**src/hdl/lcm_config.svh**
```systemverilog
// beacon codes and register reset values shared by the lcm stages, lmid is 8 bits wide
`ifndef LCM_CONFIG_SVH
`define LCM_CONFIG_SVH

// **************************************************
// beacon identification
// **************************************************

// ethertype carried by every beacon head
`define LCM_ETHERTYPE   16'h1662

// subtype codes in head data 15:8
`define LCM_SUB_READ    8'd1
`define LCM_SUB_WRITE   8'd2
`define LCM_SUB_REPORT  8'd3

// module id this instance answers to by default
`define LCM_LMID_DEF    8'd1

// bus tag in word bits 133:132
`define LCM_TAG_HEAD    2'b01
`define LCM_TAG_BODY    2'b11
`define LCM_TAG_TAIL    2'b10

// **************************************************
// control register reset values
// **************************************************

// 0x7a12 cycles gives roughly a 250 us slot at 125 MHz
`define LCM_SLOT_RST    16'h7a12
`define LCM_TB_RST      32'd0

`endif

```
**src/hdl/lcm_pkg.sv**
```systemverilog
// types for the local control module, word layout fixed at 134 bits with the tag on top
package lcm_pkg;

	// **************************************************
	// bus and field widths
	// **************************************************

	// tag 133:132, invalid byte count 131:128, data 127:0
	typedef logic [133:0] lcm_word_t;

	// two bit word tag
	typedef logic [1:0]   pkt_tag_t;

	typedef logic [47:0]  mac_addr_t;

	// precision time from the sync block
	typedef logic [47:0]  ptime_t;

	typedef logic [63:0]  cnt64_t;

	// four 6 bit queue fills, queue 0 lowest
	typedef logic [23:0]  q_used_t;

	typedef logic [31:0]  tb_para_t;

	// slot length in clock cycles
	typedef logic [15:0]  slot_period_t;

	// head fields
	typedef logic [15:0]  ethertype_t;
	typedef logic [7:0]   subtype_t;
	typedef logic [7:0]   lmid_t;

	// **************************************************
	// enums
	// **************************************************

	// qualifier riding with every word between the stages
	typedef enum logic {
		msg_forward,
		msg_update
	} msg_class_e;

	// report packet generator
	typedef enum logic [1:0] {
		rpt_idle,
		rpt_head,
		rpt_body,
		rpt_tail
	} rpt_state_e;

endpackage

```
**src/hdl/cqf_slot_timer.sv**
```systemverilog
// a period lowered below the running count wraps at once, so the first slot after a write is short
`timescale 1ns/1ps

module cqf_slot_timer (
	input  logic                   clk,
	input  logic                   rst_n,
	input  lcm_pkg::slot_period_t  time_slot_period,
	output logic                   time_slot_flag
);
	import lcm_pkg::*;

	// cycles since the last wrap
	slot_period_t slot_cnt;
	logic         slot_wrap;

	// count runs 0..period, so one slot is period+1 cycles
	assign slot_wrap = (slot_cnt >= time_slot_period);

	always_ff @(posedge clk or negedge rst_n) begin
		if (!rst_n) begin
			slot_cnt       <= '0;
			time_slot_flag <= 1'b0;
		end else if (slot_wrap) begin
			slot_cnt       <= '0;
			// odd and even slots for cqf
			time_slot_flag <= ~time_slot_flag;
		end else begin
			slot_cnt <= slot_cnt + 16'd1;
		end
	end

endmodule

```
**src/hdl/lcm.sv**
```systemverilog
// two cycle latency for forwarded words, no egress back-pressure, one report pending at a time
`timescale 1ns/1ps
`include "lcm_config.svh"

module lcm #(
	parameter lcm_pkg::lmid_t lmid = `LCM_LMID_DEF
) (
	input  logic                   clk,
	input  logic                   rst_n,
	// from the parser
	input  lcm_pkg::lcm_word_t     in_data,
	input  logic                   in_data_wr,
	input  logic                   in_valid,
	input  logic                   in_valid_wr,
	output logic                   pktin_ready,
	// to the egress switch
	output lcm_pkg::lcm_word_t     out_data,
	output logic                   out_data_wr,
	output logic                   out_valid,
	output logic                   out_valid_wr,
	// status for the report
	input  lcm_pkg::ptime_t        precision_time,
	input  lcm_pkg::mac_addr_t     in_local_mac,
	input  lcm_pkg::cnt64_t        esw_pktin_cnt,
	input  lcm_pkg::cnt64_t        goe_discard_cnt,
	input  lcm_pkg::q_used_t       eos_q_used,
	// control registers
	output logic                   direction,
	output lcm_pkg::tb_para_t      token_bucket_para,
	output lcm_pkg::mac_addr_t     direct_mac_addr,
	output logic                   time_slot_flag
);
	import lcm_pkg::*;

	// report to update stage
	lcm_word_t    rpt_data;
	logic         rpt_data_wr;
	logic         rpt_valid;
	logic         rpt_valid_wr;
	msg_class_e   rpt_class;

	slot_period_t time_slot_period;

	// **************************************************
	// report stage
	// **************************************************
	lcm_report #(
		.lmid(lmid)
	) u_report (
		.clk             (clk),
		.rst_n           (rst_n),
		.in_data         (in_data),
		.in_data_wr      (in_data_wr),
		.in_valid        (in_valid),
		.in_valid_wr     (in_valid_wr),
		.pktin_ready     (pktin_ready),
		.precision_time  (precision_time),
		.in_local_mac    (in_local_mac),
		.esw_pktin_cnt   (esw_pktin_cnt),
		.goe_discard_cnt (goe_discard_cnt),
		.eos_q_used      (eos_q_used),
		.rpt_data        (rpt_data),
		.rpt_data_wr     (rpt_data_wr),
		.rpt_valid       (rpt_valid),
		.rpt_valid_wr    (rpt_valid_wr),
		.rpt_class       (rpt_class)
	);

	// update stage owns the registers
	lcm_update u_update (
		.clk               (clk),
		.rst_n             (rst_n),
		.rpt_data          (rpt_data),
		.rpt_data_wr       (rpt_data_wr),
		.rpt_valid         (rpt_valid),
		.rpt_valid_wr      (rpt_valid_wr),
		.rpt_class         (rpt_class),
		.out_data          (out_data),
		.out_data_wr       (out_data_wr),
		.out_valid         (out_valid),
		.out_valid_wr      (out_valid_wr),
		.direction         (direction),
		.token_bucket_para (token_bucket_para),
		.direct_mac_addr   (direct_mac_addr),
		.time_slot_period  (time_slot_period)
	);

	// slot reference for cqf
	cqf_slot_timer u_slot_timer (
		.clk              (clk),
		.rst_n            (rst_n),
		.time_slot_period (time_slot_period),
		.time_slot_flag   (time_slot_flag)
	);

endmodule

```
**src/hdl/lcm_report.sv**
```systemverilog
// classifies on the head only, one report in flight at a time, upstream must honour pktin_ready
`timescale 1ns/1ps
`include "lcm_config.svh"

module lcm_report #(
	parameter lcm_pkg::lmid_t lmid = `LCM_LMID_DEF
) (
	input  logic                   clk,
	input  logic                   rst_n,
	input  lcm_pkg::lcm_word_t     in_data,
	input  logic                   in_data_wr,
	input  logic                   in_valid,
	input  logic                   in_valid_wr,
	output logic                   pktin_ready,
	input  lcm_pkg::ptime_t        precision_time,
	input  lcm_pkg::mac_addr_t     in_local_mac,
	input  lcm_pkg::cnt64_t        esw_pktin_cnt,
	input  lcm_pkg::cnt64_t        goe_discard_cnt,
	input  lcm_pkg::q_used_t       eos_q_used,
	output lcm_pkg::lcm_word_t     rpt_data,
	output logic                   rpt_data_wr,
	output logic                   rpt_valid,
	output logic                   rpt_valid_wr,
	output lcm_pkg::msg_class_e    rpt_class
);
	import lcm_pkg::*;

	// head field views
	pkt_tag_t   in_tag;
	ethertype_t head_ethertype;
	subtype_t   head_subtype;
	lmid_t      head_lmid;
	logic       is_head;
	logic       is_tail;
	logic       is_beacon;

	// class of the current word and the one held for the packet
	msg_class_e head_class;
	msg_class_e word_class;
	msg_class_e cur_class;
	logic       head_drop;
	logic       word_drop;
	logic       cur_drop;
	logic       read_tail;

	// report generator
	rpt_state_e rpt_state;
	logic       rpt_sent;
	mac_addr_t  req_src_mac;
	ptime_t     snap_time;
	q_used_t    snap_q_used;
	cnt64_t     snap_pktin;
	cnt64_t     snap_discard;
	lcm_word_t  head_word;
	lcm_word_t  body_word;
	lcm_word_t  tail_word;

	// **************************************************
	// classification
	// **************************************************
	assign in_tag         = in_data[133:132];
	assign head_ethertype = in_data[31:16];
	assign head_subtype   = in_data[15:8];
	assign head_lmid      = in_data[7:0];
	assign is_head        = in_data_wr && (in_tag == `LCM_TAG_HEAD);
	assign is_tail        = in_data_wr && (in_tag == `LCM_TAG_TAIL);

	// only our own beacons are acted on
	assign is_beacon  = (head_ethertype == `LCM_ETHERTYPE) && (head_lmid == lmid);
	assign head_class = (is_beacon && head_subtype == `LCM_SUB_WRITE) ? msg_update : msg_forward;
	assign head_drop  = is_beacon && (head_subtype == `LCM_SUB_READ);

	// head decides for itself, later words use the held class
	assign word_class = is_head ? head_class : cur_class;
	assign word_drop  = is_head ? head_drop : cur_drop;
	assign read_tail  = is_tail && word_drop;

	always_ff @(posedge clk or negedge rst_n) begin
		if (!rst_n) begin
			cur_class <= msg_forward;
			cur_drop  <= 1'b0;
		end else if (is_head) begin
			cur_class <= head_class;
			cur_drop  <= head_drop;
		end
	end

	// requester mac becomes the report destination
	always_ff @(posedge clk) begin
		if (is_head && head_drop) begin
			req_src_mac <= in_data[79:32];
		end
	end

	// **************************************************
	// report fsm
	// **************************************************
	always_ff @(posedge clk or negedge rst_n) begin
		if (!rst_n) begin
			rpt_state   <= rpt_idle;
			rpt_sent    <= 1'b0;
			pktin_ready <= 1'b1;
		end else begin
			// one cycle after the report tail goes out
			rpt_sent <= (rpt_state == rpt_tail);
			if (read_tail) begin
				pktin_ready <= 1'b0;
			end else if (rpt_sent) begin
				pktin_ready <= 1'b1;
			end
			case (rpt_state)
				rpt_idle: if (read_tail) rpt_state <= rpt_head;
				rpt_head: rpt_state <= rpt_body;
				rpt_body: rpt_state <= rpt_tail;
				default:  rpt_state <= rpt_idle;
			endcase
		end
	end

	// time and counters frozen as the head is built
	always_ff @(posedge clk) begin
		if (rpt_state == rpt_head) begin
			snap_time    <= precision_time;
			snap_q_used  <= eos_q_used;
			snap_pktin   <= esw_pktin_cnt;
			snap_discard <= goe_discard_cnt;
		end
	end

	assign head_word = {`LCM_TAG_HEAD, 4'd0, req_src_mac, in_local_mac,
		`LCM_ETHERTYPE, `LCM_SUB_REPORT, lmid};
	// body has time then queue fills, zero below
	assign body_word = {`LCM_TAG_BODY, 4'd0, snap_time, snap_q_used, 56'd0};
	assign tail_word = {`LCM_TAG_TAIL, 4'd0, snap_pktin, snap_discard};

	// **************************************************
	// output stage
	// **************************************************
	always_ff @(posedge clk or negedge rst_n) begin
		if (!rst_n) begin
			rpt_data_wr  <= 1'b0;
			rpt_valid_wr <= 1'b0;
			rpt_valid    <= 1'b0;
			rpt_class    <= msg_forward;
		end else if (rpt_state != rpt_idle) begin
			// report words leave as ordinary traffic
			rpt_data_wr  <= 1'b1;
			rpt_valid_wr <= (rpt_state == rpt_tail);
			rpt_valid    <= (rpt_state == rpt_tail);
			rpt_class    <= msg_forward;
		end else begin
			rpt_data_wr  <= in_data_wr && !word_drop;
			rpt_valid_wr <= in_valid_wr && !word_drop;
			rpt_valid    <= in_valid;
			rpt_class    <= word_class;
		end
	end

	always_ff @(posedge clk) begin
		case (rpt_state)
			rpt_head: rpt_data <= head_word;
			rpt_body: rpt_data <= body_word;
			rpt_tail: rpt_data <= tail_word;
			default:  rpt_data <= in_data;
		endcase
	end

endmodule

```
**src/hdl/lcm_update.sv**
```systemverilog
// update fields come from the first body word only, an update without a body is ignored
`timescale 1ns/1ps
`include "lcm_config.svh"

module lcm_update (
	input  logic                   clk,
	input  logic                   rst_n,
	input  lcm_pkg::lcm_word_t     rpt_data,
	input  logic                   rpt_data_wr,
	input  logic                   rpt_valid,
	input  logic                   rpt_valid_wr,
	input  lcm_pkg::msg_class_e    rpt_class,
	output lcm_pkg::lcm_word_t     out_data,
	output logic                   out_data_wr,
	output logic                   out_valid,
	output logic                   out_valid_wr,
	output logic                   direction,
	output lcm_pkg::tb_para_t      token_bucket_para,
	output lcm_pkg::mac_addr_t     direct_mac_addr,
	output lcm_pkg::slot_period_t  time_slot_period
);
	import lcm_pkg::*;

	pkt_tag_t     rpt_tag;
	logic         is_fwd;
	logic         upd_word;
	logic         upd_head;
	logic         upd_body;
	logic         upd_tail;

	// fields as laid out in the update body
	logic         body_direction;
	tb_para_t     body_tb_para;
	mac_addr_t    body_mac;
	slot_period_t body_period;

	// shadow copy waiting for the tail
	logic         shadow_valid;
	logic         shadow_direction;
	tb_para_t     shadow_tb_para;
	mac_addr_t    shadow_mac;
	slot_period_t shadow_period;

	// **************************************************
	// word decode
	// **************************************************
	assign rpt_tag  = rpt_data[133:132];
	assign is_fwd   = (rpt_class == msg_forward);
	assign upd_word = rpt_data_wr && (rpt_class == msg_update);
	assign upd_head = upd_word && (rpt_tag == `LCM_TAG_HEAD);
	assign upd_body = upd_word && (rpt_tag == `LCM_TAG_BODY);
	assign upd_tail = upd_word && (rpt_tag == `LCM_TAG_TAIL);

	assign body_direction = rpt_data[127];
	assign body_tb_para   = rpt_data[126:95];
	assign body_mac       = rpt_data[94:47];
	assign body_period    = rpt_data[46:31];

	// **************************************************
	// forwarding stage
	// **************************************************
	// update words are swallowed here
	always_ff @(posedge clk or negedge rst_n) begin
		if (!rst_n) begin
			out_data_wr  <= 1'b0;
			out_valid_wr <= 1'b0;
			out_valid    <= 1'b0;
		end else begin
			out_data_wr  <= rpt_data_wr && is_fwd;
			out_valid_wr <= rpt_valid_wr && is_fwd;
			out_valid    <= rpt_valid;
		end
	end

	always_ff @(posedge clk) begin
		out_data <= rpt_data;
	end

	// **************************************************
	// shadow and live registers
	// **************************************************
	// later bodies leave the shadow alone
	always_ff @(posedge clk or negedge rst_n) begin
		if (!rst_n) begin
			shadow_valid <= 1'b0;
		end else if (upd_head || upd_tail) begin
			shadow_valid <= 1'b0;
		end else if (upd_body) begin
			shadow_valid <= 1'b1;
		end
	end

	always_ff @(posedge clk) begin
		if (upd_body && !shadow_valid) begin
			shadow_direction <= body_direction;
			shadow_tb_para   <= body_tb_para;
			shadow_mac       <= body_mac;
			shadow_period    <= body_period;
		end
	end

	// commit on the tail
	always_ff @(posedge clk or negedge rst_n) begin
		if (!rst_n) begin
			direction         <= 1'b0;
			token_bucket_para <= `LCM_TB_RST;
			direct_mac_addr   <= '0;
			time_slot_period  <= `LCM_SLOT_RST;
		end else if (upd_tail && shadow_valid) begin
			direction         <= shadow_direction;
			token_bucket_para <= shadow_tb_para;
			direct_mac_addr   <= shadow_mac;
			time_slot_period  <= shadow_period;
		end
	end

endmodule

```
**config.mk**
```make
export PLATFORM = sky130hd
export DESIGN_NAME = lcm
export DESIGN_NICKNAME = d
export VERILOG_FILES = /design/src/hdl/lcm_pkg.sv /design/src/hdl/cqf_slot_timer.sv /design/src/hdl/lcm.sv /design/src/hdl/lcm_report.sv /design/src/hdl/lcm_update.sv
export VERILOG_INCLUDE_DIRS = /design/src /design/src/hdl
export SDC_FILE = /design/constraint.sdc
export NUM_CORES = 1
export LEC_CHECK = 0
export CORE_UTILIZATION = 30
export DETAILED_ROUTE_END_ITERATION = 6
export DONT_BUFFER_PORTS = 1
export HOLD_SLACK_MARGIN = 0.08
export PLACE_DENSITY = 0.52
export SLEW_MARGIN = 20
export SYNTH_ARGS = -nofsm -noshare
export SYNTH_HDL_FRONTEND = slang
export SYNTH_SLANG_ARGS = --single-unit
export TNS_END_PERCENT = 5
```
**constraint.sdc**
```tcl
create_clock -name clk -period 14.4 [get_ports clk]
set_clock_uncertainty 0.1 [all_clocks]
set_input_delay 2.88 -clock clk [delete_from_list [all_inputs] [get_ports clk]]
set_output_delay 2.88 -clock clk [all_outputs]
set_load 0.01 [all_outputs]
```
==> flow_summary.yaml, run 1 <==
worst_setup_path:
  cp_top_family: "simple AND/OR/NAND/NOR gates"
  cp_slowest_stage_delay_ns: 0.52
  end_kind: "register"
  r2r_slack_ns: 10.78
  cp_max_fo: 30
  path_buf_inv: 1
  worstPathCellList: "nor4b_1 > nand4_1 > nor4_2 > buf_4 > a21o_2 > o21ai_0"
  start_kind: "input port"
  cp_slowest_cell: "buf_4"
  worstReg2RegStart: "u_report.rpt_state[0]"
  critPathKind: "in2reg"
  worstRegToRegCells: 5
  r2r-end: "u_report.rpt_data[118]"
  crit_required_ns: 14.75
  critPathArrivalTime_ns: 4.74
min_path:
  hold_path_end: "u_update.out_data[6]"
  whs_path_depth: 0
  worstHoldStart: "u_report.rpt_data[6]"
  hold_class: "reg2reg"
placed_design:
  place.gp.congestion: 0.885
  portBuffers: 0
  preCtsSetupSlack_ns: 9.36
  place_hpwl_um: 44900
routing:
  drc: 7
  drtIter0Drc: 1163
  drt_pre_antenna_iters: 7
  vias_per_cell: 4.74
  wirelength_um: 65200
  via_count: 12256
  drtAntennaViolNets: 0
  wl_per_cell_um: 25.2
outcome:
  status: "finished, violations left"
  violations: "design-rule violations"
die:
  dieArea_um2: 80700
  num_io_pins: 607
  core_um2: 78900
  fp-row-count: 103
  die_w_um: 284
  start_util_pct: 30.2
  die_y_um: 284
synthesis:
  avgSynthCellArea_um2: 16.6
  synthesis.nets: 1842
  yosysSeqAreaShare_pct: 79.4
  synth_edf_count: 345
  yosysTopAreaCell: "edfxtp_1"
  synth_cell_types: 47
  synthFlopType: "edfxtp_1"
  syn_inst: 1434
  async_flop_share_pct: 17.3
  synth_area_leaders: "edfxtp_1 43%, dfxtp_1 22%, dfrtp_1 13%"
  synth-seq-cells: 741
  synth_warnings: 0
  netlist_area_um2: 23900
  yosysTopAreaCellShare_pct: 43.4
clocking:
  clock_latency_ns: 0.63
  cts-root-buf: "clkbuf_16"
  postCtsSetupRepairBufs: 0
  cts_buffer_depth: 3
  cts_made_buffers: 80
  cts_tree: "built"
  cts_max_level: 3
  hold_buffers: 0
  clkTransAtPathRegs_ns: 0.06
  clkSinkCount: 741
  cts-resized-gates: 0
power:
  switching_share_pct: 20.7
  p_comb_share_pct: 0.6
  total_power_uw: 4380
  internal-power_uw: 3480
  p_per_area_nw_per_um2: 158
  p_clk_share_pct: 47.4
  ir_worst_vdd_uv: 110
  pwr-share-seq_pct: 52.1
  p_leak_uw: 0.0108
  power_switching_uw: 907
finish:
  area_growth_pct: 16.5
  final_common_cell: "edfxtp_1"
  final_cell_mix: "345 x edfxtp_1, 268 x dfxtp_1, 120 x dfrtp_1, 93 x inv_1"
  final_nets: 1870
  drive_gt1_share_pct: 15.6
timing:
  relSlewSlack_pct: 26.7
  rsz0062_at_grt: "no"
  hold_viol_final: 0
  final.min_clock_period_ns: 4.39
  fmax_ghz: 0.228
  drv_slew: 0
  worst_pin_slew_ns: 1.10
  post-route-period-util_pct: 30.5
  postLayoutSetupSlackWorst_ns: 10.01
  holdWs_ns: 0.218
  finalSetupTns_ns: 0
  setup_viol: 0
global_routing:
  track_usage_pct: 15.7
  antenna_found_initial: 17
  grt_pass1_wl_um: 92300
  grt_pass1_vias: 12517
  overflow: 0
  grt_max_degree: 164
run:
  cap_violations: 0
==> per-stage QoR <==
step	cells	instance area, µm²	utilization, %
3_3_place_gp	2430	25100	31.8
3_5_place_dp	2430	25100	31.8
5_1_grt	2584	27800	35.2
6_report	2587	27800	35.2
2_1_floorplan	1434	23900	-
4_1_cts	2580	27800	35.2
==> cell usage after synthesis (19+ instances only) <==
cell type and n:
nand2_1 66, dfxtp_1 268, buf_2 19, mux2i_1 72, a22oi_1 24, a222oi_1 72, o21ai_0 54, nor2_1 26
ha_1 21, edfxtp_1 345, a22o_1 23, mux2_2 83, dfrtp_1 120, inv_1 93, clkbuf_1 36
==> power groups by stage <==
stage                     sequential, µW  clock [µW]  combinational [µW]
after floorplan                     2310           0                17.3
after global placement              2330           0                24.9
after detailed placement            2330           0                24.7
after CTS                           2280        2140                25.0
after global routing                2290        2220                27.5
final                               2280        2080                24.2
==> area by class of cell <==
| cell class | instances | area [µm²] |
|---|---|---|
| tap | 1050 | 1310 |
| clock buffer | 110 | 2240 |
| clock inverter | 40 | 472 |
| inverter | 93 | 349 |
| fill | 7483 | 51100 |
| timing repair buffer | 14 | 130 |
| multi-input combinational | 532 | 4330 |
| sequential | 741 | 18900 |
| antenna | 7 | 17.5 |
==> flip-flops by register name, indices dropped and copies added (netlist names), 2 cells and up <==
register,cells
u_report.rpt_data,134
u_update.out_data,134
u_report.snap_discard,64
u_report.snap_pktin,64
u_report.req_src_mac,48
u_report.snap_time,48
u_update.direct_mac_addr,48
u_update.shadow_mac,48
u_update.shadow_tb_para,32
u_update.token_bucket_para,32
u_report.snap_q_used,24
u_slot_timer.slot_cnt,16
u_update.shadow_period,16
u_update.time_slot_period,16
u_report.rpt_state,2
==> per-layer routing <==
metal	GRT usage [%]	vias to the layer above	share of wire, %
met1	19.4	6171	40
met4	6.12	12	3.2
met3	4.93	128	7.9
li1	-	5382	-
met5	0	-	0.12
met2	25.6	563	48
==> how the worst max path moves through the flow <==
stage	start	to	slack, ns	cells after the start
floorplan	in_data[30]	u_report.req_src_mac[0]	5.73	3
CTS	in_data[12]	u_report.rpt_data_wr	10.06	6
detailed placement	in_data[12]	u_report.rpt_data_wr	9.36	6
global route	in_data[12]	u_report.rpt_data_wr	9.89	6
global placement	in_data[24]	u_report.rpt_data_wr	9.41	6
finish	in_data[12]	u_report.rpt_data_wr	10.01	6
==> kinds of logic (layout without fill, tap and decap cells) <==
kind of cell    count (synthesis)  count (layout)  synth area share [%]
xor+xnor                       15              15                 0.551
flops                         741             741                  79.4
compound gates                199             199                  6.43
mux                           155             155                  6.94
other cells                     0               7                     0
buf+inv                       161             257                  2.74
simple gates                  142             142                  2.85
fa+ha+maj                      21              21                  1.10
(Power assumes the default switching activity.)
==> run 2: changes to the inputs <==
--- a/config.mk
+++ b/config.mk
@@ -10,7 +10,7 @@
 export DETAILED_ROUTE_END_ITERATION = 6
 export DONT_BUFFER_PORTS = 1
 export HOLD_SLACK_MARGIN = 0.08
-export PLACE_DENSITY = 0.52
+export PLACE_DENSITY = 0.53
 export SLEW_MARGIN = 20
 export SYNTH_ARGS = -nofsm -noshare
 export SYNTH_HDL_FRONTEND = slang
==> constraint.sdc (replaced) <==
create_clock -name clk -period 3.9 [get_ports clk]
set_clock_uncertainty 0.1 [all_clocks]
set_input_delay 0.78 -clock clk [delete_from_list [all_inputs] [get_ports clk]]
set_output_delay 0.78 -clock clk [all_outputs]
set_load 0.01 [all_outputs]
==> flow_summary.yaml, run 2 (same netlist as run 1, synthesis figures left out) <==
outcome:
  status: "finished, final reports clean"
timing:
  finalSetupTns_ns: 0
  relSlewSlack_pct: 42.5
  final.min_clock_period_ns: 2.41
  fmax_ghz: 0.415
  worst_pin_slew_ns: 0.863
  drv_slew: 0
  setup_viol: 0
  hold_viol_final: 0
  rsz0062_at_grt: "no"
  postLayoutSetupSlackWorst_ns: 1.49
  post-route-period-util_pct: 61.7
die:
  die_w_um: 284
  num_io_pins: 607
  start_util_pct: 30.2
  core_um2: 78900
  dieArea_um2: 80700
  die_y_um: 284
  fp-row-count: 103
min_path:
  hold_class: "in2reg"
worst_setup_path:
  critPathKind: "reg2reg"
  critPathArrivalTime_ns: 2.78
  cp_top_family: "compound AO/OA/AOI/OAI gates"
  cp_max_fo: 82
  start_kind: "register"
  worstPathCellList: "inv_1 > ha_4 > buf_12 > a222oi_1 > mux2i_1"
  cp_slowest_stage_delay_ns: 0.57
  end_kind: "register"
  path_buf_inv: 2
  crit_required_ns: 4.28
  cp_slowest_cell: "a222oi_1"
routing:
  drt_pre_antenna_iters: 7
  wl_per_cell_um: 24.8
  vias_per_cell: 4.73
  drtAntennaViolNets: 0
  via_count: 12389
  drc: 0
  wirelength_um: 65000
  drtIter0Drc: 1135
placed_design:
  portBuffers: 0
  preCtsSetupSlack_ns: 1.25
  place_hpwl_um: 45200
  place.gp.congestion: 0.880
finish:
  largestRegisters: "u_report.rpt_data x134, u_update.out_data x134"
  final_common_cell: "edfxtp_1"
  area_growth_pct: 18.6
  multi_input_area_um2: 4340
  regArea_um2: 18900
  fillers: 7472
  final_cell_mix: "345 x edfxtp_1, 268 x dfxtp_1, 120 x dfrtp_1, 93 x inv_1, 83 x mux2_2"
  drive_gt1_share_pct: 15.6
  final_nets: 1903
power:
  p_leak_uw: 0.0110
  ir_worst_vdd_uv: 346
  p_per_area_nw_per_um2: 576
global_routing:
  overflow: 0
  antenna_found_initial: 17
  grt_max_degree: 129
  track_usage_pct: 15.7
  grt_pass1_wl_um: 92100
  grt_pass1_vias: 12745
clocking:
  clkSinkCount: 741
  clkTransAtPathRegs_ns: 0.06
  cts_tree: "built"
  cts_buffer_depth: 3
  postCtsSetupRepairBufs: 0
  clock_latency_ns: 0.63
  cts_max_level: 3
  cts-root-buf: "clkbuf_16"
  cts_made_buffers: 80
run:
  cap_violations: 0
-- run 2: cell types whose count changed in the layout (fill, tap and decap cells not counted), moves of 3 or more --
cell,delta
clkinv_16,+3
inv_16,-3
dlygate4sd3_1,+25
buf_12,+9
clkinv_2,-4
-- run 2: report_power, final --
group / switching, µW / internal, µW
sequential: 129 / 8300
combinational: 80.2 / 63.2
clock: 3210 / 4500
total: 3420 / 12900
-- run 2: worst reg2reg max path, delay by kind of cell, from the launching register on --
family / cells / cell delay (ns)
buffers and inverters: 2 / 0.50
DFF: 1 / 0.46
adders and majority gates: 1 / 0.40
AOI/OAI and AO/OA: 1 / 0.65
muxes: 1 / 0.14
-- run 2: final timing paths --
| kind | start | end | slack [ns] | cells past startpoint |
|---|---|---|---|---|
| worst min register to register | u_report.rpt_data[22] | u_update.out_data[22] | 0.22 | 0 |
| worst max register to register | u_report.rpt_state[1] | u_report.rpt_data[65] | 1.49 | 5 |
| worst max-delay path | u_report.rpt_state[1] | u_report.rpt_data[65] | 1.49 | 5 |
| worst min-delay path | esw_pktin_cnt[5] | u_report.snap_pktin[5] | 0.13 | 0 |
| min in group asynchronous | rst_n | u_update.token_bucket_para[12] | 0.67 | 2 |
| max in group asynchronous | rst_n | u_update.out_valid_wr | 2.27 | 2 |
-- run 2: per-layer routing --
metal / vias to the layer above / track usage, % / part of all wire [%]
met5: - / 0 / 0.088
met4: 10 / 6.14 / 2.9
met3: 128 / 5.43 / 8.6
met2: 593 / 25.4 / 49
met1: 6215 / 19.2 / 40
li1: 5443 / - / -
-- run 2: metrics by stage --
step / total power, µW / hold WS [ns] / instances / cell area (µm²) / util, %
after floorplan: 8600 / 0.210 / 1434 / 23900 / -
after global placement: 8680 / 0.210 / 2437 / 25200 / 32.0
after detailed placement: 8680 / 0.212 / 2437 / 25200 / 32.0
after CTS: 16500 / 0.0802 / 2613 / 28300 / 35.8
after global routing: 16800 / 0.0897 / 2621 / 28300 / 35.9
final: 16300 / 0.127 / 2622 / 28300 / 35.9
-- run 2: cell type report --
type | count | area share [%]
sequential | 741 | 66.9
multi-input combinational | 532 | 15.3
clock buffer | 112 | 7.93
tap | 1050 | 4.64
timing repair buffer | 47 | 2.03
clock inverter | 38 | 1.79
inverter | 93 | 1.23
antenna | 9 | 0.0796
-- run 2: repair_timing --
item,4_1_cts,5_1_grt
hold buffers,26,0
endpoints found under the hold margin,152,0
gates resized for setup,0,0
==> run 3: changes to the inputs <==
--- a/config.mk
+++ b/config.mk
@@ -10,7 +10,7 @@
 export DETAILED_ROUTE_END_ITERATION = 6
 export DONT_BUFFER_PORTS = 1
 export HOLD_SLACK_MARGIN = 0.08
-export PLACE_DENSITY = 0.53
+export PLACE_DENSITY = 0.52
 export SLEW_MARGIN = 20
 export SYNTH_ARGS = -nofsm -noshare
 export SYNTH_HDL_FRONTEND = slang
==> constraint.sdc (replaced) <==
create_clock -name clk -period 2.33 [get_ports clk]
set_clock_uncertainty 0.1 [all_clocks]
set_input_delay 0.466 -clock clk [delete_from_list [all_inputs] [get_ports clk]]
set_output_delay 0.466 -clock clk [all_outputs]
set_load 0.01 [all_outputs]
==> flow_summary.yaml, run 3 (same netlist as run 1, synthesis figures left out) <==
clocking:
  clkSinkCount: 741
  clock_latency_ns: 0.63
  cts-root-buf: "clkbuf_16"
  clkTransAtPathRegs_ns: 0.07
  cts_buffer_depth: 3
  cts_made_buffers: 79
  cts_tree: "built"
  hold_buffers: 384
  cts_max_level: 3
die:
  start_util_pct: 30.2
  fp-row-count: 103
  num_io_pins: 607
  dieArea_um2: 80700
  core_um2: 78900
  die_y_um: 284
  die_w_um: 284
timing:
  drv_slew: 0
  holdWs_ns: -0.548
  finalSetupTns_ns: 0
  relSlewSlack_pct: 51.7
  setup_viol: 0
  hold_viol_final: 128
  worst_pin_slew_ns: 0.724
  rsz0062_at_grt: "no"
  final.min_clock_period_ns: 2.22
  fmax_ghz: 0.450
  post-route-period-util_pct: 95.3
finish:
  final_cell_mix: "384 x dlygate4sd3_1, 345 x edfxtp_1, 268 x dfxtp_1, 120 x dfrtp_1, 92 x inv_1"
  area_growth_pct: 35.4
  final_nets: 2299
  largestRegisters: "u_report.rpt_data x134, u_update.out_data x134"
  final_area_um2: 32300
  final_common_cell: "dlygate4sd3_1"
  utilization_pct: 41.0
  drive_gt1_share_pct: 15.8
global_routing:
  grt_pass1_wl_um: 100000
  grt_max_degree: 129
  track_usage_pct: 16.8
  antenna_found_initial: 13
  grt_pass1_vias: 14782
  overflow: 0
placed_design:
  place_area_um2: 25700
  place.gp.congestion: 0.871
  portBuffers: 0
  place_hpwl_um: 46900
worst_setup_path:
  worstPathCellList: "inv_1 > ha_1 > nor2b_1 > o211a_1 > o311ai_2 > nand3_2 > buf_4 > nor2_1"
  cp_slowest_cell: "dfstp_2"
  critPathLaunch: "u_update.time_slot_period[1]"
  critPathKind: "reg2reg"
  cp_max_fo: 7
  critPathArrivalTime_ns: 2.66
  cp_slowest_stage_delay_ns: 0.51
  crit_required_ns: 2.77
  r2r-end: "u_slot_timer.slot_cnt[9]"
  start_kind: "register"
  r2r_slack_ns: 0.11
  endpoint: "u_slot_timer.slot_cnt[9]"
  end_kind: "register"
  worstReg2RegStart: "u_update.time_slot_period[1]"
  worstRegToRegCells: 8
min_path:
  hold_class: "in2async"
routing:
  wirelength_um: 69900
  vias_per_cell: 4.65
  drtAntennaViolNets: 0
  wl_per_cell_um: 23.2
  via_count: 14032
  drt_pre_antenna_iters: 7
  drc: 8
  drtIter0Drc: 1107
power:
  p_leak_uw: 0.0128
  ir_worst_vdd_uv: 616
  p_per_area_nw_per_um2: 854
run:
  cap_violations: 0
outcome:
  violations: "design-rule violations, negative hold slack"
  status: "finished, violations left"
==> run 3: how the worst min path moves through the flow <==
stage	startpoint	end	slack (ns)	cells after the start
finish	rst_n	u_update.direct_mac_addr[2]	-0.55	0
global route	rst_n	u_update.direct_mac_addr[2]	-0.59	0
CTS	rst_n	u_update.direct_mac_addr[6]	-0.62	0
detailed placement	rst_n	u_update.token_bucket_para[12]	0.08	0
global placement	rst_n	u_update.token_bucket_para[12]	0.08	0
floorplan	rst_n	u_report.cur_class	0.07	0
==> run 3: area by class of cell <==
type                    instances  area, µm²
diodes                          7       17.5
clock buffers                 116       2310
clock inverters                32        385
fillers                      7084      46600
inverters                      93        349
multi-input cells             532       4460
flip-flops and latches        741      18900
well taps                    1050       1310
repair buffers                444       4530
==> run 3: power breakdown <==
group          switching (µW)  total, µW  internal, µW
logic                     249        751           502
registers                 217      14100         13900
clock network            5290      12700          7450
==> run 3: per-stage QoR <==
stage          cells  worst slack (ns)  total power [µW]
6_report        3015             0.109             27600
3_3_place_gp    2475            0.0945             14500
2_1_floorplan   1434            -0.720             14400
5_1_grt         3012            0.0145             28500
4_1_cts         3007            0.0293             27900
3_5_place_dp    2475            0.0592             14500
==> run 3: critical path: cells and delay by family, from the launching register on <==
kind | cells | cell delay, ns
adders and majority gates | 1 | 0.31
AOI/OAI and AO/OA | 2 | 0.49
buffers and inverters | 2 | 0.27
and+or+nand+nor | 3 | 0.47
DFF | 1 | 0.51
==> run 3: routing by layer <==
layer  global-route usage (%)  wire length, µm
met5                        0               58
met2                     27.7            34000
met3                     4.60             5410
met1                     20.6            27500
met4                     7.84             2950
==> run 3: repair_timing <==
action / in CTS / in global routing
endpoints found under the hold margin: 517 / 128
setup endpoints to repair: 0 / 13
buffers inserted: 0 / 1
gates resized for setup: 0 / 2
